### src/nn_defs.svh
`ifndef NN_DEFS_SVH
`define NN_DEFS_SVH

// ------------------------------
// word format, signed Q8.8
// ------------------------------
`define NN_DATA_W 16
`define NN_FRAC_W 8

// cell dimensions
`define NN_DIM 3
`define NN_VEC_W (`NN_DIM * `NN_DATA_W)

// ------------------------------
// frame schedule
// ------------------------------
// one matrix element of U, W, V and X per beat
`define NN_BEATS 9
// y_0..y_2, three words each
`define NN_OUT_WORDS 9

`endif

### src/source/nn_pkg.sv
`include "nn_defs.svh"

package nn_pkg;

	typedef logic signed [`NN_DATA_W-1:0] nn_word_t;

	// element 0 sits in the low bits
	typedef struct packed {
		nn_word_t e2;
		nn_word_t e1;
		nn_word_t e0;
	} nn_vec_t;

	// row 0 in the low bits, so element (r,c) is word r*3+c
	typedef struct packed {
		nn_vec_t r2;
		nn_vec_t r1;
		nn_vec_t r0;
	} nn_mat_t;

	typedef struct packed {
		nn_word_t u;
		nn_word_t w;
		nn_word_t v;
		nn_word_t x;
	} nn_beat_t;

	typedef enum logic [2:0] {
		IDLE,
		LOAD,
		HIDDEN,
		OUTPUT,
		DRAIN
	} nn_state_e;

	// ------------------------------
	// fixed point arithmetic
	// ------------------------------

	// three products, each rescaled back to Q8.8, summed at 32 bits
	function automatic logic signed [31:0] nn_dot(input nn_vec_t a, input nn_vec_t b);
		logic signed [31:0] p0;
		logic signed [31:0] p1;
		logic signed [31:0] p2;
		p0 = (a.e0 * b.e0) >>> `NN_FRAC_W;
		p1 = (a.e1 * b.e1) >>> `NN_FRAC_W;
		p2 = (a.e2 * b.e2) >>> `NN_FRAC_W;
		return p0 + p1 + p2;
	endfunction

	function automatic nn_word_t nn_sat(input logic signed [31:0] a);
		if (a > 32'sd32767)
			return 16'sh7fff;
		else if (a < -32'sd32768)
			return 16'sh8000;
		else
			return a[`NN_DATA_W-1:0];
	endfunction

	// z/4 + 0.5, clamped to [0, 1.0]
	function automatic nn_word_t nn_hsig(input nn_word_t z);
		logic signed [31:0] one;
		logic signed [31:0] t;
		one = 32'sd1 <<< `NN_FRAC_W;
		t = z;
		t = (t >>> 2) + (one >>> 1);
		if (t < 0)
			return '0;
		else if (t > one)
			return one[`NN_DATA_W-1:0];
		else
			return t[`NN_DATA_W-1:0];
	endfunction

	function automatic nn_word_t nn_relu(input nn_word_t a);
		return (a < 0) ? '0 : a;
	endfunction

endpackage

### src/source/nn_weight_store.sv
`timescale 1ns/1ps
`include "nn_defs.svh"

module nn_weight_store (
	input  logic             clk,
	input  logic             rst_n,
	input  logic             load_en,
	input  logic [3:0]       beat_idx,
	input  logic [1:0]       step,
	input  nn_pkg::nn_beat_t beat,
	output nn_pkg::nn_mat_t  u_mat,
	output nn_pkg::nn_mat_t  w_mat,
	output nn_pkg::nn_mat_t  v_mat,
	output nn_pkg::nn_vec_t  x_row
);

	import nn_pkg::*;

	// time steps in rows, features in columns
	nn_mat_t x_mat;
	int      base;

	// bit offset of element beat_idx in row-major order
	assign base = int'(beat_idx) * `NN_DATA_W;

	always_ff @(posedge clk or negedge rst_n)
	begin
		if (!rst_n)
		begin
			u_mat <= '0;
			w_mat <= '0;
			v_mat <= '0;
			x_mat <= '0;
		end
		else if (load_en)
		begin
			u_mat[base +: `NN_DATA_W] <= beat.u;
			w_mat[base +: `NN_DATA_W] <= beat.w;
			v_mat[base +: `NN_DATA_W] <= beat.v;
			x_mat[base +: `NN_DATA_W] <= beat.x;
		end
	end

	// input vector x_t of the current step
	always_comb
	begin
		case (step)
			2'd0:    x_row = x_mat.r0;
			2'd1:    x_row = x_mat.r1;
			default: x_row = x_mat.r2;
		endcase
	end

endmodule

### config.mk
export PLATFORM = sky130hd
export DESIGN_NAME = nn_weight_store
export DESIGN_NICKNAME = d
export VERILOG_FILES = /design/src/source/nn_pkg.sv /design/src/source/nn_weight_store.sv
export VERILOG_INCLUDE_DIRS = /design/src
export SDC_FILE = /design/constraint.sdc
export NUM_CORES = 1
export LEC_CHECK = 0
export BUFFER_PORTS_ARGS = -buffer_cell sky130_fd_sc_hd__buf_2
export CORE_MARGIN = 4
export CORE_UTILIZATION = 48
export CTS_CLUSTER_DIAMETER = 200
export DETAILED_ROUTE_END_ITERATION = 8
export GPL_TIMING_DRIVEN = 0
export PLACE_DENSITY = 0.76
export SYNTH_ARGS = -nofsm -noshare
export SYNTH_HDL_FRONTEND = slang
export SYNTH_SLANG_ARGS = --single-unit
export TNS_END_PERCENT = 50
### constraint.sdc
create_clock -name clk -period 1.1 [get_ports clk]
set_input_delay 0.11 -clock clk [delete_from_list [all_inputs] [get_ports clk]]
set_output_delay 0.11 -clock clk [all_outputs]
set_load 0.01 [all_outputs]
Word-level counts from Yosys, hierarchy flattened
Cells that the tools add are included.
- order comparisons: 0
- shift-type cells: 5
- mux-type cells: 5
- bitwise gates (word level): 0
- reduce and logical (&&, ||, !) cells: 1
- eq/ne operators: 1
- divide/modulo/power cells: 0
- add/sub/neg operators: 1
- multiply operators: 0
- operators by type and width (cell ; count):
    $bwmux 144 ; 4
    $shiftx 16x33->144 ; 4
    $shift 16x33->144 const A ; 1
    $pmux 48 s2 ; 1
    $neg 8->33 ; 1
    $eq 2x1->1 const B ; 1
    $logic_not 2->1 ; 1
- output and inout port bits: 480
- logic and storage cells: 49
- input port bits: 73
- bits in writable memories: 0
- bits in latches: 0
- register bits after elaboration: 576
- memories: 0
- ROM bits: 0

Longest topological paths before layout
Gate-level depths: netlist of the first run.
- depth after elaboration: 3
- mapped depth: 10
- mapped depth without buffers: 6

Least setup slack after synthesis of the first run
Ideal clock, no wire load.
- kind: input -> register
- start point: in beat_idx[0]
- end point: reg w_mat[40] in the netlist's numbering
- path slack: -0.799 ns
- stages on the path: 8
- arrival: 1.774 ns
- data required time: 0.975 ns
- setup time: 0.125 ns
- path buffers: 2
- path through: inv_1 > ha_1 > buf_2 > xnor2_2 > nand2_2 > nor3_4 > buf_6 > mux2_2
- longest elaborated chain between the ends: 3
- elaborated cells on any way between the ends: 4
- classes of those cells: add/sub: 1; shift: 2; mux: 1
- RTL lines (item ; RTL line ; RTL):
    start: declaration ; nn_weight_store.sv:8 ; input logic [3:0] beat_idx,
    $neg 8->33 (*) ; nn_weight_store.sv:38 ; w_mat[base +: `NN_DATA_W] <= beat.w;
    $shiftx 16x33->144 or $shift 16x33->144 (tied branches) ; nn_weight_store.sv:38 ;
    $bwmux 144 (*) ; nn_weight_store.sv:38 ;
    end signal: indexed assignment ; nn_weight_store.sv:38 ;
    end: declaration ; nn_weight_store.sv:12 ; output nn_pkg::nn_mat_t w_mat,
Every way passes the cells marked *; elsewhere a longest branch is shown, timed or not.
A chain may end at the register's enable or synchronous reset.

==> flow_metrics.tcl, run 1 <==
set metrics [dict create \
    cp_num_buf_inv 1 \
    rsz0062_at_grt "yes" \
    detail-route-antenna-nets 0 \
    dp_hpwl_microns 56600 \
    vias 20800 \
    synth_area_sq_mm 0.0230 \
    synthCells 1971 \
    worstSetupStartpointType "register" \
    synthXorXnorAreaFrac 0.000706 \
    synth_fa_ha_area_frac 0.00109 \
    endpoint_kind "primary output" \
    initial_core_util 0.484 \
    leakage_nw 18.5 \
    grt_pass1_vias 20400 \
    core-area_sq_mm 0.0476 \
    clk_latency_ns 0.63 \
    die_w_microns 227 \
    synthFlopType "dfrtp_1" \
    syn_avg_cell_area_sq_um 11.7 \
    p_sw_w 0.0220 \
    overflow 0 \
    clk_pin_slew_ns 0.07 \
    hold_class "input port to async pin" \
    die_area_sq_mm 0.0516 \
    synth-seq-cells 576 \
    synth_top_family_by_area "multiplexers" \
    rows 80 \
    crit_arrival_ns 1.56 \
    worst_slack_ns -0.573 \
    io_pins 553 \
    internal_power_w 0.0471 \
    cts_hold_buf 64 \
    synthMuxAreaShare 0.175 \
    grt_pass1_wl_microns 129000 \
    grt_max_degree 122 \
    path_class "register to primary output" \
    cap_violations 0 \
    ir_worst_vdd_mv 1.54 \
    yosys_warnings 0 \
    p_per_area_mw_per_mm2 1930 \
    cts_root_buf "clkbuf_16" \
    htreeDepth 2 \
    maxSlewHeadroom 0.454 \
    cts_buffers 59 \
    synth-edff-count 0 \
    synthDistinctLibCells 35 \
    synth-compound-area-share 0.0437 \
    ff2ff_path_depth 3 \
    clock_path_buffers 3 \
    drc_errors 0 \
    crit_cells 3 \
    routed_wl_microns 99700 \
    clkPwrFrac 0.291 \
    nets 2959 \
    hold_viol 288 \
    synth_top_area_share 0.625 \
    status "complete, but fails checks" \
    crit_path_cell_trace "mux2i_2, o21ai_2, buf_2" \
    yosysTopAreaCell "dfrtp_1" \
    finalCritPeriodShare 1.52 \
    die_h_microns 227 \
    area_growth_pct 55.1 \
    pre_cts_ws_ns -1.78 \
    ys_top_cells_by_area "dfrtp_1 (63%), mux2_2 (14%), nand2_1 (9.7%)" \
    cts_tree "yes" \
    period_minus_slack_ns 1.67 \
    grtUsageTotal 0.333 \
    slew_viol_final 0 \
    worst_path_dominant_cell_family "flip-flops" \
    combPwrFrac 0.284 \
    violations "hold timing, setup timing" \
    seq_power_share 0.425 \
    vias_per_cell 5.87 \
    drtIter0Drc 1953 \
    swShare 0.319 \
    cp.required_ns 0.99 \
    numPortBuffers 550 \
    place_inst 3143 \
    crit_path_max_incr_delay_ns 0.41 \
    synth_common_cells "nand2_1 (598), dfrtp_1 (576), mux2_2 (279)" \
    final_cells 3544 \
    synthSimpleGateAreaFrac 0.127 \
    gp_congestion 0.876 \
    ys_seq_area_frac 0.625 \
    tightest_slew_ns 0.819 \
    fin_skew_ns 0 \
    drt_pass1_iterations 9 \
    cp_slowest_cell "dfrtp_1" \
    hold_ws_ns -0.576 \
    max_freq_mhz 598 \
    clock-sinks 576 \
    worstPathMaxFanout 2 \
    wire_per_inst_microns 28.1 \
    setup_viol 1056 \
    antenna_found_initial 2 \
    synth_nets 2046 \
    drive_gt1_frac 0.530 \
    synthArstFlopShare 1.00 \
    synth.most_common_cell "nand2_1" \
]
[per-stage QoR]
| step | power (W) | TNS [ns] | util | area [sq um] | hold slack, ns |
|---|---|---|---|---|---|
| floorplan | 0.0358 | -305.40 | - | 23700 | -0.186 |
| global placement | 0.0427 | -7421.06 | 0.572 | 27200 | 0.392 |
| detailed placement | 0.0433 | -922.25 | 0.575 | 27400 | 0.0955 |
| CTS | 0.0641 | -201.19 | 0.682 | 32500 | -0.571 |
| global route | 0.0713 | -281.07 | 0.750 | 35800 | -0.542 |
| finish | 0.0691 | -244.17 | 0.750 | 35800 | -0.576 |
[metal layers]
layer | track usage | wire length (microns) | vias up
li1 | - | - | 8382
met1 | 0.414 | 35000 | 10400
met2 | 0.555 | 46900 | 1524
met3 | 0.0868 | 10100 | 470
met4 | 0.145 | 7830 | 0
met5 | 0 | 0 | -
[cells in the final DEF (no fill, tap or decap), drive strengths merged, types with 2 or more instances in the layout]
cell type / instances
ha: 2
dlygate4sd3: 64
nor3: 3
nand3: 23
nand3b: 2
and3b: 3
and2: 65
mux2i: 48
diode: 2
nor2b: 4
o211ai: 3
mux2: 316
nor2: 3
inv: 10
clkbuf: 143
o21ai: 188
buf: 850
dfrtp: 576
clkinv: 11
nand2: 599
bufinv: 2
[power by group through the flow]
stage          logic [W]  clock network, W  registers (W)
4_1_cts           0.0156            0.0199         0.0286
6_report          0.0196            0.0201         0.0293
2_1_floorplan    0.00566                 0         0.0301
3_5_place_dp      0.0145                 0         0.0288
5_1_grt           0.0206            0.0210         0.0297
3_3_place_gp      0.0141                 0         0.0286
[sequential cells by signal (all words and copies together) (netlist names)]
name	count
u_mat	144
v_mat	144
x_mat	144
w_mat	144
[worst reg2reg max path, delay by kind of cell (launching register included)]
family	cells	cell delay, ns
buffers and inverters	2	0.26
multiplexers	1	0.26
flip-flops	1	0.39
[final timing paths]
path                        startpoint  slack [ns]          to
min in group clk           beat_idx[3]        0.13   u_mat[95]
setup reg to reg             x_mat[65]        0.08   x_mat[65]
hold / removal                   rst_n       -0.58   x_mat[25]
max in group asynchronous        rst_n        0.15   w_mat[48]
setup / recovery             x_mat[93]       -0.57   x_row[45]
hold reg to reg             w_mat[122]        0.48  w_mat[122]
[kinds of logic (layout without fill, tap and decap cells)]
family	Yosys count	count (layout)
adder cells (fa/ha/maj)	2	2
multiplexers	364	364
AO/OA/AOI/OAI	196	196
AND/OR/NAND/NOR	707	707
flip-flops	576	576
other	0	2
buffers and inverters	125	1081
XOR/XNOR	1	1
[final cells by class]
| type | instances | area (sq um) |
|---|---|---|
| multi-input cells | 1270 | 9930 |
| clock inverters | 17 | 164 |
| repair buffers | 860 | 7290 |
| clock buffers | 87 | 1730 |
| plain buffers | 110 | 1400 |
| well taps | 615 | 769 |
| diodes | 2 | 5.00 |
| fillers | 2720 | 11900 |
| flip-flops and latches | 576 | 14400 |
| inverters | 7 | 43.8 |
[what timing repair did]
item                                    in CTS  in global routing
buffers inserted                            69                139
endpoints found under the setup margin    1056               1140
gates resized for setup                    353                685
hold endpoints to repair                   815                 81
gates cloned                                30                 19
pin swaps                                   74                156
Power figures use the tool's default switching activity.
==> inputs of run 2 (changes only) <==
- CTS_BUF_LIST: not set -> sky130_fd_sc_hd__clkbuf_16
- SLEW_MARGIN: not set -> 20
==> run 2 against run 1 <==
The run still ends with hold timing, setup timing left. Hold slack worse by 0.0043 ns. Flip-flop and latch count is the same. Maximum frequency is 0.55% higher. Largest cell class unchanged. Design area decreased by 0.70%. Critical endpoint is now x_row[34]. Non-clock buffer count down 32. Via count is 2.5% lower. Global-route usage grew 1.2 points. Clock skew did not move. Critical path depth stayed put.
==> flow_metrics.tcl, run 2 (synthesized netlist as in run 1, its figures left out) <==
set metrics [dict create \
    status "complete, but fails checks" \
    violations "hold timing, setup timing" \
    drc_errors 0 \
    worstSetupStartpointType "register" \
    maxSlewHeadroom 0.422 \
    io_pins 553 \
    gp_congestion 0.876 \
    nets 2926 \
    cts_buffers 58 \
    htreeDepth 2 \
    overflow 0 \
    numPortBuffers 550 \
    endpoint_kind "primary output" \
    rrSetupSlack_ns 0.02 \
    grt_pass1_vias 20800 \
    max_freq_mhz 601 \
    cp.required_ns 0.99 \
    cts_root_buf "clkbuf_16" \
    die_h_microns 227 \
    drtIter0Drc 1715 \
    clk_pin_slew_ns 0.06 \
    period_minus_slack_ns 1.66 \
    fillers 2859 \
    grtUsageTotal 0.345 \
    r2r-end "x_mat[36]" \
    finalPower_w 0.0663 \
    tightest_slew_ns 0.868 \
    clock_path_buffers 3 \
    rows 80 \
    ff2ff_path_depth 3 \
    crit_arrival_ns 1.55 \
    clock-sinks 576 \
    vias_per_cell 5.78 \
    cap_violations 0 \
    layout_common_cells "dfrtp_1 (576), buf_2 (541), nand2_1 (428)" \
    die_area_sq_mm 0.0516 \
    ir_worst_vdd_mv 1.65 \
    initial_core_util 0.484 \
    startpoint "x_mat[34]" \
    vias 20300 \
    die_w_microns 227 \
    worst_slack_ns -0.564 \
    worstPathMaxFanout 2 \
    utilization 0.745 \
    antenna_found_initial 4 \
    wire_per_inst_microns 27.3 \
    cts_hold_buf 64 \
    finalCritPeriodShare 1.51 \
    area_growth_pct 54.0 \
    slew_viol_final 0 \
    drive_gt1_frac 0.539 \
    path_class "register to primary output" \
    leakage_nw 18.6 \
    core-area_sq_mm 0.0476 \
    hold_viol 383 \
    hold_ws_ns -0.580 \
    critPathCapture "x_row[34]" \
    drt_pass1_iterations 5 \
    rsz0062_at_grt "yes" \
    clk_latency_ns 0.61 \
    r2r-start "x_mat[36]" \
    grt_max_degree 103 \
    final_common_cell "dfrtp_1" \
    dp_hpwl_microns 57000 \
    grt_pass1_wl_microns 133000 \
    hold_class "input port to async pin" \
    detail-route-antenna-nets 0 \
    p_per_area_mw_per_mm2 1870 \
    cts_tree "yes" \
    fin_skew_ns 0 \
    routed_wl_microns 96000 \
    setup_viol 1140 \
]
run 2: layer usage:
metal	part of all wire	vias to the layer above	global-route usage
met5	0.00014	-	0
met4	0.059	2	0.157
met3	0.098	355	0.0997
met2	0.48	1265	0.569
met1	0.36	10300	0.426
li1	-	8345	-
run 2: worst max-delay path: stages (launching register included):
cell and delay [ns]:
dfrtp_1 0.42, mux2i_1 0.24, o21ai_1 0.12, buf_2 0.17
run 2: where the power goes:
| part | total [W] | switching (W) | internal (W) | leakage, nW |
|---|---|---|---|---|
| clock network | 0.0194 | 0.00856 | 0.0109 | 0.929 |
| registers | 0.0291 | 0.00316 | 0.0259 | 7.54 |
| logic | 0.0178 | 0.00929 | 0.00851 | 10.1 |
run 2: what timing repair did:
action,4_1_cts,5_1_grt
resized for setup,643,344
cloned,50,9
setup buffers,123,50
setup endpoints to repair,1157,1157
pin swaps,108,139
hold endpoints to repair,878,295
run 2: how the worst min path moves through the flow:
stage / end / slack (ns) / cells after the start
2_1_floorplan: u_mat[0] / -0.19 / 0
3_3_place_gp: x_mat[89] / 0.39 / 3
3_5_place_dp: x_mat[70] / 0.07 / 1
4_1_cts: x_mat[70] / -0.59 / 1
5_1_grt: x_mat[86] / -0.56 / 1
6_report: x_mat[38] / -0.58 / 1
run 2: area by class of cell:
type / count / area [sq um] / area share
plain buffers: 108 / 1650 / 0.0464
multi-input cells: 1270 / 10100 / 0.283
flip-flops and latches: 576 / 14400 / 0.406
clock inverters: 43 / 298 / 0.00839
inverters: 7 / 51.3 / 0.00144
diodes: 1 / 2.50 / 0.0000705
clock buffers: 61 / 1530 / 0.0430
well taps: 615 / 769 / 0.0217
repair buffers: 830 / 6740 / 0.190
run 2: through the flow:
step           TNS [ns]  area [sq um]  instances  setup WS (ns)  hold slack (ns)
3_5_place_dp    -870.79         27500       3147          -1.80           0.0679
5_1_grt         -285.45         35500       3511         -0.604           -0.561
4_1_cts         -189.81         34400       3483         -0.520           -0.590
2_1_floorplan   -305.40         23700       1971         -0.658           -0.186
3_3_place_gp   -7421.06         27200       3136         -11.43            0.392
6_report        -232.58         35500       3511         -0.564           -0.580
