File: src/nn_defs.svh
`ifndef NN_DEFS_SVH
`define NN_DEFS_SVH

// ------------------------------
// word format, signed Q8.8
// ------------------------------
`define NN_DATA_W 16
`define NN_FRAC_W 8

// cell dimensions
`define NN_DIM 3
`define NN_VEC_W (`NN_DIM * `NN_DATA_W)

// ------------------------------
// frame schedule
// ------------------------------
// one matrix element of U, W, V and X per beat
`define NN_BEATS 9
// y_0..y_2, three words each
`define NN_OUT_WORDS 9

`endif

File: src/source/nn_pkg.sv
`include "nn_defs.svh"

package nn_pkg;

	typedef logic signed [`NN_DATA_W-1:0] nn_word_t;

	// element 0 sits in the low bits
	typedef struct packed {
		nn_word_t e2;
		nn_word_t e1;
		nn_word_t e0;
	} nn_vec_t;

	// row 0 in the low bits, so element (r,c) is word r*3+c
	typedef struct packed {
		nn_vec_t r2;
		nn_vec_t r1;
		nn_vec_t r0;
	} nn_mat_t;

	typedef struct packed {
		nn_word_t u;
		nn_word_t w;
		nn_word_t v;
		nn_word_t x;
	} nn_beat_t;

	typedef enum logic [2:0] {
		IDLE,
		LOAD,
		HIDDEN,
		OUTPUT,
		DRAIN
	} nn_state_e;

	// ------------------------------
	// fixed point arithmetic
	// ------------------------------

	// three products, each rescaled back to Q8.8, summed at 32 bits
	function automatic logic signed [31:0] nn_dot(input nn_vec_t a, input nn_vec_t b);
		logic signed [31:0] p0;
		logic signed [31:0] p1;
		logic signed [31:0] p2;
		p0 = (a.e0 * b.e0) >>> `NN_FRAC_W;
		p1 = (a.e1 * b.e1) >>> `NN_FRAC_W;
		p2 = (a.e2 * b.e2) >>> `NN_FRAC_W;
		return p0 + p1 + p2;
	endfunction

	function automatic nn_word_t nn_sat(input logic signed [31:0] a);
		if (a > 32'sd32767)
			return 16'sh7fff;
		else if (a < -32'sd32768)
			return 16'sh8000;
		else
			return a[`NN_DATA_W-1:0];
	endfunction

	// z/4 + 0.5, clamped to [0, 1.0]
	function automatic nn_word_t nn_hsig(input nn_word_t z);
		logic signed [31:0] one;
		logic signed [31:0] t;
		one = 32'sd1 <<< `NN_FRAC_W;
		t = z;
		t = (t >>> 2) + (one >>> 1);
		if (t < 0)
			return '0;
		else if (t > one)
			return one[`NN_DATA_W-1:0];
		else
			return t[`NN_DATA_W-1:0];
	endfunction

	function automatic nn_word_t nn_relu(input nn_word_t a);
		return (a < 0) ? '0 : a;
	endfunction

endpackage

File: src/source/nn_ctrl.sv
`timescale 1ns/1ps
`include "nn_defs.svh"

module nn_ctrl (
	input  logic       clk,
	input  logic       rst_n,
	input  logic       in_valid,
	output logic       load_en,
	output logic [3:0] beat_idx,
	output logic [1:0] step,
	output logic       hidden_en,
	output logic       hidden_clr,
	output logic       out_en,
	output logic       drain_en,
	output logic [3:0] drain_idx
);

	import nn_pkg::*;

	nn_state_e  state;
	nn_state_e  state_nxt;
	// shared by load beats, compute steps and drain words
	logic [3:0] cnt;

	// ------------------------------
	// next state
	// ------------------------------
	always_comb
	begin
		state_nxt = state;
		case (state)
			IDLE:
				if (in_valid)
					state_nxt = LOAD;
			// one spare cycle after the ninth beat
			LOAD:
				if (cnt == `NN_BEATS)
					state_nxt = HIDDEN;
			HIDDEN:
				state_nxt = OUTPUT;
			OUTPUT:
				state_nxt = (cnt == `NN_DIM - 1) ? DRAIN : HIDDEN;
			DRAIN:
				if (cnt == `NN_OUT_WORDS - 1)
					state_nxt = IDLE;
			default:
				state_nxt = IDLE;
		endcase
	end

	always_ff @(posedge clk or negedge rst_n)
	begin
		if (!rst_n)
		begin
			state <= IDLE;
			cnt <= '0;
		end
		else
		begin
			state <= state_nxt;
			case (state)
				// beat 0 is taken on the edge that leaves idle
				IDLE:
					cnt <= in_valid ? 4'd1 : 4'd0;
				LOAD:
					cnt <= (cnt == `NN_BEATS) ? 4'd0 : cnt + 4'd1;
				OUTPUT:
					cnt <= (cnt == `NN_DIM - 1) ? 4'd0 : cnt + 4'd1;
				DRAIN:
					cnt <= (cnt == `NN_OUT_WORDS - 1) ? 4'd0 : cnt + 4'd1;
				default:
					cnt <= cnt;
			endcase
		end
	end

	// ------------------------------
	// decoded controls
	// ------------------------------
	assign load_en    = in_valid && (state == IDLE || state == LOAD);
	assign beat_idx   = cnt;
	assign hidden_clr = in_valid && (state == IDLE);
	assign hidden_en  = (state == HIDDEN);
	assign out_en     = (state == OUTPUT);
	assign step       = cnt[1:0];
	assign drain_en   = (state == DRAIN);
	assign drain_idx  = cnt;

endmodule

File: config.mk
export PLATFORM = sky130hd
export DESIGN_NAME = nn_ctrl
export DESIGN_NICKNAME = d
export VERILOG_FILES = /design/src/source/nn_pkg.sv /design/src/source/nn_ctrl.sv
export VERILOG_INCLUDE_DIRS = /design/src
export SDC_FILE = /design/constraint.sdc
export NUM_CORES = 1
export LEC_CHECK = 0
export BUFFER_PORTS_ARGS = -buffer_cell sky130_fd_sc_hd__buf_2
export CAP_MARGIN = 20
export CORE_AREA = 2 2 39 41
export CTS_CLUSTER_DIAMETER = 100
export CTS_CLUSTER_SIZE = 14
export DETAILED_ROUTE_END_ITERATION = 10
export DIE_AREA = 0 0 41 43
export HOLD_SLACK_MARGIN = 0.1
export PLACE_DENSITY = 0.73
export RECOVER_POWER = 25
export SYNTH_ARGS = -nofsm -noshare
export SYNTH_HDL_FRONTEND = slang
export SYNTH_SLANG_ARGS = --single-unit
export TNS_END_PERCENT = 20
File: constraint.sdc
create_clock -name clk -period 2.12 [get_ports clk]
set_input_delay 0.106 -clock clk [delete_from_list [all_inputs] [get_ports clk]]
set_output_delay 0.106 -clock clk [all_outputs]
set_load 0.1 [all_outputs]
Word-level counts from Yosys, hierarchy flattened
Index checks and enable logic that the tools add are counted.
{"block": "op_classes", "addsub": 1, "n_eq_ne": 10, "reduce_logical": 6, "mux": 10}
{"cell": "$pmux W4 S4", "count": 1}
{"cell": "$pmux W3 S5", "count": 1}
{"cell": "$mux W3", "count": 4}
{"cell": "$mux W4", "count": 3}
{"cell": "$eq A4 B4 Y1 const B", "count": 2}
{"cell": "$eq A3 B2 Y1 const B", "count": 2}
{"cell": "$add A4 B1 Y4 const B", "count": 1}
{"cell": "$eq A4 B2 Y1 const B", "count": 1}
{"cell": "$ne A2 B2 Y1 const B", "count": 2}
{"cell": "$reduce_bool A4 Y1", "count": 1}
{"cell": "$eq A3 B1 Y1 const B", "count": 1}
{"cell": "$eq A3 B3 Y1 const B", "count": 1}
{"cell": "$logic_not A3 Y1", "count": 1}
{"cell": "$reduce_and A3 Y1", "count": 1}
{"cell": "$logic_and A1 B1 Y1", "count": 2}
{"cell": "$ne A2 B1 Y1 const B", "count": 1}
{"cell": "$logic_or A1 B1 Y1", "count": 1}
{"cell": "$mux W1", "count": 1}
{"block": "totals", "reg_bits": 7, "in_bits": 3, "out_inout_bits": 15}

Longest topological paths before layout
Gate-level depths: netlist of the first run.
{"block": "logic_depth", "word_depth": 3, "ltp_mapped": 6}

Worst setup path after synthesis of the first run
Ideal clock, no wire load.
{"block": "synth_path", "kind": "reg-to-output", "from": "reg state[1]", "to": "out hidden_clr", "t_arrival_ns": 2.673, "path_slack_ns": -0.659, "stages_incl_launch_ff": 4, "cell_sequence": "dfrtp_1 buf_2 nand2b_1 nor3_1"}
{"block": "synth_via", "elab_chain_len": 2}
{"element": "from (decl)", "line": "nn_ctrl.sv:20", "source": "nn_state_e state;"}
{"element": "from (signal assigned)", "line": "nn_ctrl.sv:60", "source": "state <= state_nxt;"}
{"element": "$logic_not A3 Y1", "line": "nn_ctrl.sv:82", "source": "assign hidden_clr = in_valid && (state == IDLE);"}
{"element": "$logic_and A1 B1 Y1", "line": "nn_ctrl.sv:82"}
{"element": "to (decl)", "line": "nn_ctrl.sv:12", "source": "output logic hidden_clr,"}
No other way between the ends.

Worst setup path in the final report of the first run
{"block": "layout_path", "from": "reg cnt[1] (netlist: beat_idx[1])", "to": "reg cnt[2] (netlist: beat_idx[2])"}
{"block": "layout_via", "elab_chain_len": 3}
{"element": "from (decl)", "line": "nn_ctrl.sv:23", "source": "logic [3:0] cnt;"}
{"element": "from (signal assigned)", "line": "nn_ctrl.sv:64", "source": "cnt <= in_valid ? 4'd1 : 4'd0;"}
{"element": "from (signal assigned)", "line": "nn_ctrl.sv:66", "source": "cnt <= (cnt == `NN_BEATS) ? 4'd0 : cnt + 4'd1;"}
{"element": "from (signal assigned)", "line": "nn_ctrl.sv:68", "source": "cnt <= (cnt == `NN_DIM - 1) ? 4'd0 : cnt + 4'd1;"}
{"element": "$add A4 B1 Y4, or another cell as far along", "line": "nn_ctrl.sv:66, nn_ctrl.sv:68, nn_ctrl.sv:70"}
{"element": "$mux W4 (on tied branches)", "line": "nn_ctrl.sv:70, nn_ctrl.sv:66, nn_ctrl.sv:68"}
{"element": "$pmux W4 S4 (*)", "line": "nn_ctrl.sv:61", "source": "case (state)"}
Mark *: on every way between the ends. The rest lies on a longest branch, timed or not.
A chain may end at the register's enable or synchronous reset.

==> qor.yml, run 1 <==
critPathArrivalTime_ns: 2.01
antenna_found_initial: 0
post_drt_wl_per_cell_um: 13.1
rsz0062_at_grt: "no"
dpl_cell_area_um2: 618
drt-initial-drc-count: 8
synth_cells: 58
grt_max_degree: 12
synth_top_family_by_area: "compound AO/OA/AOI/OAI gates"
finClkSkew_ns: 0.00681
core_area_mm2: 0.00138
grt_pass1_vias: 383
die_w_um: 41
final_cells: 88
clock.fmax_mhz: 533
syn-num-nets: 65
synthTopCellsByArea: "dfrtp_1, ha_1, buf_4, buf_6, a22oi_4"
drcViolationCount: 0
fin_crit_sh_pct: 88.4
start_util_pct: 41.4
dp.cells: 83
dp_slack_ns: 0.255
status: "finished, final reports clean"
worstReg2RegStart: "beat_idx[1]$_DFFE_PN0P_"
yosys.area_share.simple_pct: 21.2
dr.pass1.iters: 4
max_slew_margin_pct: 64.7
synth_flop_cell: "dfrtp_1"
dieArea_mm2: 0.00176
ys_async_sr_fraction_pct: 100
wl_met2_um: 557
top_layer_used: "met4"
ys_seq_elements: 7
path_max_fanout: 8
synth_top_area_share_pct: 30.6
final-hold-violation-count: 0
yosys.area.top_type: "dfrtp_1"
nNetsFinal: 80
gp_congestion: 0.819
vias_per_cell: 5.22
ios: 18
drv_cap: 0
antenna_cells: 0
synth_cell_types: 32
hp-start: "in_valid"
area_delta_synth_final_pct: 14.0
hold_slack_ns: 0.129
ys_seq_area_share_pct: 30.6
grt_first_pass_wirelength_mm: 1.70
drt-met1-wl_um: 522
root_buffer: "clkbuf_4"
row_count: 14
synth_edf_count: 0
finalSetupViolCount: 0
final_area_um2: 653
synthMuxAreaShare_pct: 0
setup_ws_ns: 0.245
worst_pin_slew_ns: 0.524
startpoint: "beat_idx[1]$_DFFE_PN0P_"
clkTransAtPathRegs_ns: 0.06
cts.sinks: 7
ys_warn_count: 0
min_path_type: "in2reg"
cts_tree: "yes"
die_h_um: 43
numPortBuffers: 17
overflow: 0
routed_wl_mm: 1.15
ctsHtreeMaxLevel: 1
clk_latency_ns: 0.26
min_period_ns: 1.87
critPathCaptureType: "flip-flop"
synthXorXnorAreaFrac_pct: 0
ant_nets: 0
vias: 459
synth_compound_area_share_pct: 23.6
syn_avg_cell_area_um2: 9.88
cp-start-kind: "flip-flop"
grt.total_usage_pct: 14.6
cts_resized: 0
drive_gt1_share_pct: 40.3
dp_hpwl_um: 870
slew_viol_final: 0
met3_length_um: 51
synthAdderAreaFrac_pct: 8.73
crit_type: "reg2reg"
synth_area_um2: 573
cts_buffer_depth: 2
crit_required_ns: 2.26
cts_buffers: 3
-- worst max-delay path: stages, from the launching register on --
cell	delay [ns]
dfrtp_1	0.47
ha_1	0.19
or3b_4	0.40
a22oi_4	0.25
nand2_2	0.10
a311o_1	0.35
-- state kept, by name (all words and copies together), names as in the netlist --
register  flops
beat_idx      4
state         3
-- placed cells by master (no fill, tap or decap), drive strengths merged --
cell type,instances
a22oi,1
nand3,1
o211a,1
nor2,4
a22o,1
a2111oi,1
nand2,4
a211oi,1
and2,2
nand3b,1
a221o,1
dfrtp,7
o221ai,1
buf,17
and3b,1
nand2b,2
o31ai,2
dlygate4sd3,1
or3b,1
inv,5
a311o,2
clkbuf,5
nor3b,1
a21o,1
o21ai,1
nor3,2
ha,4
a21oi,1
-- per-layer routing --
layer  vias to the layer above  GRT usage [%]
met5                         -              0
met4                         0           10.0
met3                         3           1.57
met2                        14           20.9
met1                       216           19.6
li1                        226              -
-- stage by stage --
stage          util, %  setup TNS, ns
6_report          47.2              0
5_1_grt           47.2              0
4_1_cts           47.3              0
3_5_place_dp      44.7              0
3_3_place_gp      44.7              0
2_1_floorplan        -          -2.08
-- area by class of cell --
class                   count  area (um2)
multi-input cells          37         312
inverters                   5        18.8
flip-flops and latches      7         175
fillers                   129         731
clock buffers               4        26.3
repair buffers             19         101
well taps                  16        20.0
-- cells in the mapped netlist (all sizes together), types with 2 or more instances --
master and n:
a311o 2, and2 2, buf 9, dfrtp 7
ha 4, inv 5, nand2 4, nand2b 2
nor2 4, nor3 2, o31ai 2
-- logic make-up (layout without fill, tap and decap cells) --
logic type,count (synthesis),count (layout)
buffers and inverters,14,28
DFF,7,7
and+or+nand+nor,19,19
adders and majority gates,4,4
AOI/OAI and AO/OA,14,14
-- what timing repair did --
item,in CTS,in global routing
buffers inserted,0,0
endpoints found under the hold margin,7,0
hold buffers,1,0
-- path summary, 6_finish.rpt --
kind | cells past startpoint | slack [ns] | end
worst max-delay path | 5 | 0.25 | beat_idx[2]$_DFFE_PN0P_
worst min-delay path | 3 | 0.13 | state[0]$_DFFE_PN0P_
worst max register to register | 5 | 0.25 | beat_idx[2]$_DFFE_PN0P_
worst min register to register | 2 | 0.64 | beat_idx[0]$_DFFE_PN0P_
max in group asynchronous | 2 | 1.55 | beat_idx[2]$_DFFE_PN0P_
min in group asynchronous | 2 | 0.28 | state[1]$_DFFE_PN0P_
Power of run 1 is not shown: default switching activity piles up to over one toggle a cycle in this logic, so the estimate is an artifact.
==> inputs of run 2 (changes only) <==
--- a/config.mk
+++ b/config.mk
@@ -8,14 +8,14 @@
 export LEC_CHECK = 0
 export BUFFER_PORTS_ARGS = -buffer_cell sky130_fd_sc_hd__buf_2
 export CAP_MARGIN = 20
-export CORE_AREA = 2 2 39 41
+export CORE_AREA = 2 2 47 49
 export CTS_CLUSTER_DIAMETER = 100
 export CTS_CLUSTER_SIZE = 14
 export DETAILED_ROUTE_END_ITERATION = 10
-export DIE_AREA = 0 0 41 43
+export DIE_AREA = 0 0 49 51
 export HOLD_SLACK_MARGIN = 0.1
-export PLACE_DENSITY = 0.73
 export RECOVER_POWER = 25
+export SKIP_LAST_GASP = 1
 export SYNTH_ARGS = -nofsm -noshare
 export SYNTH_HDL_FRONTEND = slang
 export SYNTH_SLANG_ARGS = --single-unit
==> qor.yml, run 2 (synthesis gave the netlist of run 1 again) <==
nNetsFinal: 80  # unchanged
post_drt_wl_per_cell_um: 12.2  # -6.3%
ant_nets: 0  # unchanged
crit_type: "reg2reg"
reg2regPathDepth: 5  # unchanged
die_h_um: 51  # +19%
cts.sinks: 7  # unchanged
drt-initial-drc-count: 7  # -1
cp-start-kind: "flip-flop"
vias: 473  # +3.1%
ios: 18  # unchanged
grt.total_usage_pct: 11.3  # -3.3 points
path_max_fanout: 8  # unchanged
min_period_ns: 1.88  # +0.00196 ns
die_w_um: 49  # +20%
grt_first_pass_wirelength_mm: 2.06  # +22%
final-hold-violation-count: 0  # unchanged
crit_required_ns: 2.27  # about the same
start_util_pct: 27.8  # -14 points
crit_path_cell_trace: "ha_1, or3b_4, a22oi_4, nand2_2, a311o_1"
clkTransAtPathRegs_ns: 0.05  # about the same
overflow: 0  # unchanged
area_delta_synth_final_pct: 16.6
drcViolationCount: 0  # unchanged
ctsHtreeMaxLevel: 1  # unchanged
cts_buffer_depth: 2  # unchanged
root_buffer: "clkbuf_4"
dp_hpwl_um: 906  # +4.2%
cts_resized: 0  # unchanged
routed_wl_mm: 1.22  # +6.4%
max_slew_margin_pct: 65.3  # +0.62 points
min_path_type: "in2reg"
min_path_cells: 3  # unchanged
hold_slack_ns: 0.138  # +0.00906 ns
cp_slowest_cell: "dfrtp_1"
fin_crit_sh_pct: 88.5  # +0.093 points
largest_register_ffs: 4  # unchanged
critPathArrivalTime_ns: 2.02  # about the same
slew_viol_final: 0  # unchanged
vias_per_cell: 4.73  # -9.3%
row_count: 17  # +3
clock.fmax_mhz: 533  # -0.10%
dieArea_mm2: 0.00250  # +42%
grt_max_degree: 12  # unchanged
antenna_found_initial: 0  # unchanged
worst_pin_slew_ns: 0.515  # -0.00918 ns
status: "finished, final reports clean"
dr.pass1.iters: 4  # unchanged
grt_pass1_vias: 453  # +18%
cp_slowest_stage_delay_ns: 0.47  # about the same
antenna_cells: 0  # unchanged
post-route-util_pct: 32.4  # -15 points
gp_congestion: 0.749  # -8.5%
cts_buffers: 3  # unchanged
critPathCaptureType: "flip-flop"
cts_tree: "yes"
finClkSkew_ns: 0.000796  # -0.00601 ns
core_area_mm2: 0.00206  # +49%
fillCellCount: 229  # +78%
finalSetupViolCount: 0  # unchanged
clk_latency_ns: 0.26  # about the same
setup_ws_ns: 0.243  # -0.00196 ns
dp_slack_ns: 0.248  # -0.00696 ns
drive_gt1_share_pct: 40.3  # unchanged
layout_common_cells: "buf_2, dfrtp_1, inv_1, nor2_1, ha_1"
drv_cap: 0  # unchanged
rsz0062_at_grt: "no"
numPortBuffers: 17  # unchanged
final_common_cell: "buf_2"
-- run 2: cell counts in the layout (fill, tap and decap cells not counted) --
Identical to the previous run, type by type.
-- run 2: layout make-up --
| class | count | area, um2 | share of cell area (%) |
|---|---|---|---|
| well taps | 28 | 35.0 | 5.24 |
| repair buffers | 19 | 101 | 15.2 |
| flip-flops and latches | 7 | 175 | 26.2 |
| multi-input cells | 37 | 312 | 46.6 |
| clock buffers | 4 | 26.3 | 3.93 |
| inverters | 5 | 18.8 | 2.81 |
-- run 2: worst max-delay path: cells and delay by family (launching register included) --
kind	cells	cell delay [ns]
AOI/OAI and AO/OA	2	0.61
adders and majority gates	1	0.18
DFF	1	0.47
and+or+nand+nor	2	0.50
-- run 2: what timing repair did --
action                                 CTS  global route
hold buffers                             1             0
endpoints found under the hold margin    7             0
setup buffers                            0             0
-- run 2: path summary, 6_finish.rpt --
check | start | end | slack [ns]
setup / recovery | beat_idx[1]$_DFFE_PN0P_ | beat_idx[2]$_DFFE_PN0P_ | 0.24
hold / removal | in_valid | state[0]$_DFFE_PN0P_ | 0.14
setup reg to reg | beat_idx[1]$_DFFE_PN0P_ | beat_idx[2]$_DFFE_PN0P_ | 0.24
hold reg to reg | beat_idx[0]$_DFFE_PN0P_ | beat_idx[0]$_DFFE_PN0P_ | 0.64
max in group asynchronous | rst_n | state[2]$_DFFE_PN0P_ | 1.54
min in group asynchronous | rst_n | beat_idx[2]$_DFFE_PN0P_ | 0.29
-- run 2: metrics by stage --
step / TNS (ns) / area, um2 / std cells
2_1_floorplan: -2.08 / 578 / 58
4_1_cts: 0 / 669 / 100
3_3_place_gp: 0 / 633 / 95
5_1_grt: 0 / 668 / 100
6_report: 0 / 668 / 100
3_5_place_dp: 0 / 633 / 95
-- run 2: routing by layer --
| metal | GRT usage, % | part of all wire (%) | up-vias |
|---|---|---|---|
| li1 | - | - | 229 |
| met1 | 13.0 | 47 | 222 |
| met2 | 17.6 | 44 | 20 |
| met3 | 4.68 | 7.6 | 2 |
| met4 | 7.14 | 1.4 | 0 |
| met5 | 0 | 0 | - |
Power of run 2 is left out for the same reason.
==> inputs of run 3 (changes only) <==
--- a/config.mk
+++ b/config.mk
@@ -8,12 +8,16 @@
 export LEC_CHECK = 0
 export BUFFER_PORTS_ARGS = -buffer_cell sky130_fd_sc_hd__buf_2
 export CAP_MARGIN = 20
+export CELL_PAD_IN_SITES_DETAIL_PLACEMENT = 0
+export CELL_PAD_IN_SITES_GLOBAL_PLACEMENT = 1
 export CORE_AREA = 2 2 47 49
 export CTS_CLUSTER_DIAMETER = 100
 export CTS_CLUSTER_SIZE = 14
 export DETAILED_ROUTE_END_ITERATION = 10
 export DIE_AREA = 0 0 49 51
 export HOLD_SLACK_MARGIN = 0.1
+export MAX_ROUTING_LAYER = met4
+export PLACE_DENSITY_LB_ADDON = 0.1
 export RECOVER_POWER = 25
 export SKIP_LAST_GASP = 1
 export SYNTH_ARGS = -nofsm -noshare
==> qor.yml, run 3 (synthesis gave the netlist of run 1 again) <==
status: "finished, final reports clean"
dieArea_mm2: 0.00250  # unchanged
wl_met2_um: 509  # -5.7%
ios: 18  # unchanged
antenna_found_initial: 0  # unchanged
finalSetupViolCount: 0  # unchanged
post_drt_wl_per_cell_um: 11.8  # -3.3%
slew_viol_final: 0  # unchanged
row_count: 17  # unchanged
grt_first_pass_wirelength_mm: 2.10  # +2.0%
min_period_ns: 1.85  # -0.0302 ns
setup_ws_ns: 0.274  # +0.0302 ns
cts_buffer_depth: 2  # unchanged
worst_pin_slew_ns: 0.587  # +0.0729 ns
routed_wl_mm: 1.18  # -3.3%
clock.fmax_mhz: 542  # +1.6%
met3_length_um: 49  # -47%
grt_max_degree: 12  # unchanged
finClkSkew_ns: 0.000437  # -0.000359 ns
ctsHtreeMaxLevel: 1  # unchanged
top_layer_used: "met4"
fin_crit_sh_pct: 87.1  # -1.4 points
gp_congestion: 0.780  # +4.0%
max_slew_margin_pct: 60.4  # -4.9 points
cts_resized: 0  # unchanged
grt.total_usage_pct: 11.7  # +0.39 points
ant_nets: 0  # unchanged
die_h_um: 51  # unchanged
antenna_cells: 0  # unchanged
min_path_type: "in2reg"
critPathArrivalTime_ns: 1.99  # -0.03 ns
cts_tree: "yes"
dp_hpwl_um: 895  # -1.2%
clk_latency_ns: 0.26  # about the same
dr.pass1.iters: 3  # -1
die_w_um: 49  # unchanged
vias: 462  # -2.3%
final.setup.tns_ns: 0  # unchanged
layout_common_cells: "buf_2, dfrtp_1, inv_1, nor2_1, ha_1"
crit_type: "reg2reg"
cp-start-kind: "flip-flop"
grt_pass1_vias: 435  # -4.0%
cts_buffers: 3  # unchanged
vias_per_cell: 4.62  # -2.3%
start_util_pct: 27.8  # unchanged
numPortBuffers: 17  # unchanged
area_delta_synth_final_pct: 16.6  # unchanged
drv_cap: 0  # unchanged
drive_gt1_share_pct: 40.3  # unchanged
core_area_mm2: 0.00206  # unchanged
rsz0062_at_grt: "no"
drcViolationCount: 0  # unchanged
cts.sinks: 7  # unchanged
dp_slack_ns: 0.279  # +0.0308 ns
critPathCaptureType: "flip-flop"
root_buffer: "clkbuf_4"
drt-initial-drc-count: 2  # -5
path_max_fanout: 8  # unchanged
drt-met1-wl_um: 587  # +2.8%
clkTransAtPathRegs_ns: 0.06  # about the same
overflow: 0  # unchanged
final-hold-violation-count: 0  # unchanged
nNetsFinal: 80  # unchanged
final_common_cell: "buf_2"
crit_required_ns: 2.26  # about the same
largest_register_ffs: 4  # unchanged
[run 3: cell counts in the layout (fill, tap and decap cells not counted)]
No cell type changed its count.
[run 3: worst max-delay path, stage by stage (launching register included)]
cell     delay, ns
dfrtp_1       0.45
ha_1          0.17
or3b_4        0.40
a22oi_4       0.26
nand2_2       0.10
a311o_1       0.35
[run 3: final cells by class]
cell class / count / area (um2)
Fill cell: 224 / 1400
Inverter: 5 / 18.8
Sequential cell: 7 / 175
Timing Repair Buffer: 19 / 101
Clock buffer: 4 / 26.3
Multi-Input combinational cell: 37 / 312
Tap cell: 28 / 35.0
[run 3: per-stage QoR]
step / hold WS (ns) / area [um2] / instances / util [%]
3_5_place_dp: -0.0381 / 633 / 95 / 30.7
4_1_cts: 0.138 / 669 / 100 / 32.4
2_1_floorplan: -0.190 / 578 / 58 / -
3_3_place_gp: -0.0365 / 633 / 95 / 30.7
5_1_grt: 0.149 / 668 / 100 / 32.4
6_report: 0.136 / 668 / 100 / 32.4
[run 3: repair_timing]
item                                   4_1_cts  5_1_grt
setup endpoints to repair                    0        0
endpoints found under the hold margin        7        0
buffers inserted                             0        0
hold buffers                                 1        0
[run 3: routing by layer]
layer | global-route usage, % | vias up
met3 | 2.05 | 4
met1 | 15.4 | 218
met4 | 8.57 | 0
met2 | 16.2 | 13
met5 | - | -
li1 | - | 227
[run 3: worst paths after layout]
| path | endpoint | cells past startpoint | slack [ns] | startpoint |
|---|---|---|---|---|
| min in group asynchronous | beat_idx[3]$_DFFE_PN0P_ | 2 | 0.30 | rst_n |
| worst min-delay path | state[0]$_DFFE_PN0P_ | 3 | 0.14 | in_valid |
| worst max-delay path | beat_idx[2]$_DFFE_PN0P_ | 5 | 0.27 | beat_idx[1]$_DFFE_PN0P_ |
| worst min register to register | beat_idx[0]$_DFFE_PN0P_ | 2 | 0.63 | beat_idx[0]$_DFFE_PN0P_ |
| worst max register to register | beat_idx[2]$_DFFE_PN0P_ | 5 | 0.27 | beat_idx[1]$_DFFE_PN0P_ |
| max in group asynchronous | state[1]$_DFFE_PN0P_ | 2 | 1.51 | rst_n |
Power of run 3 is left out for the same reason.
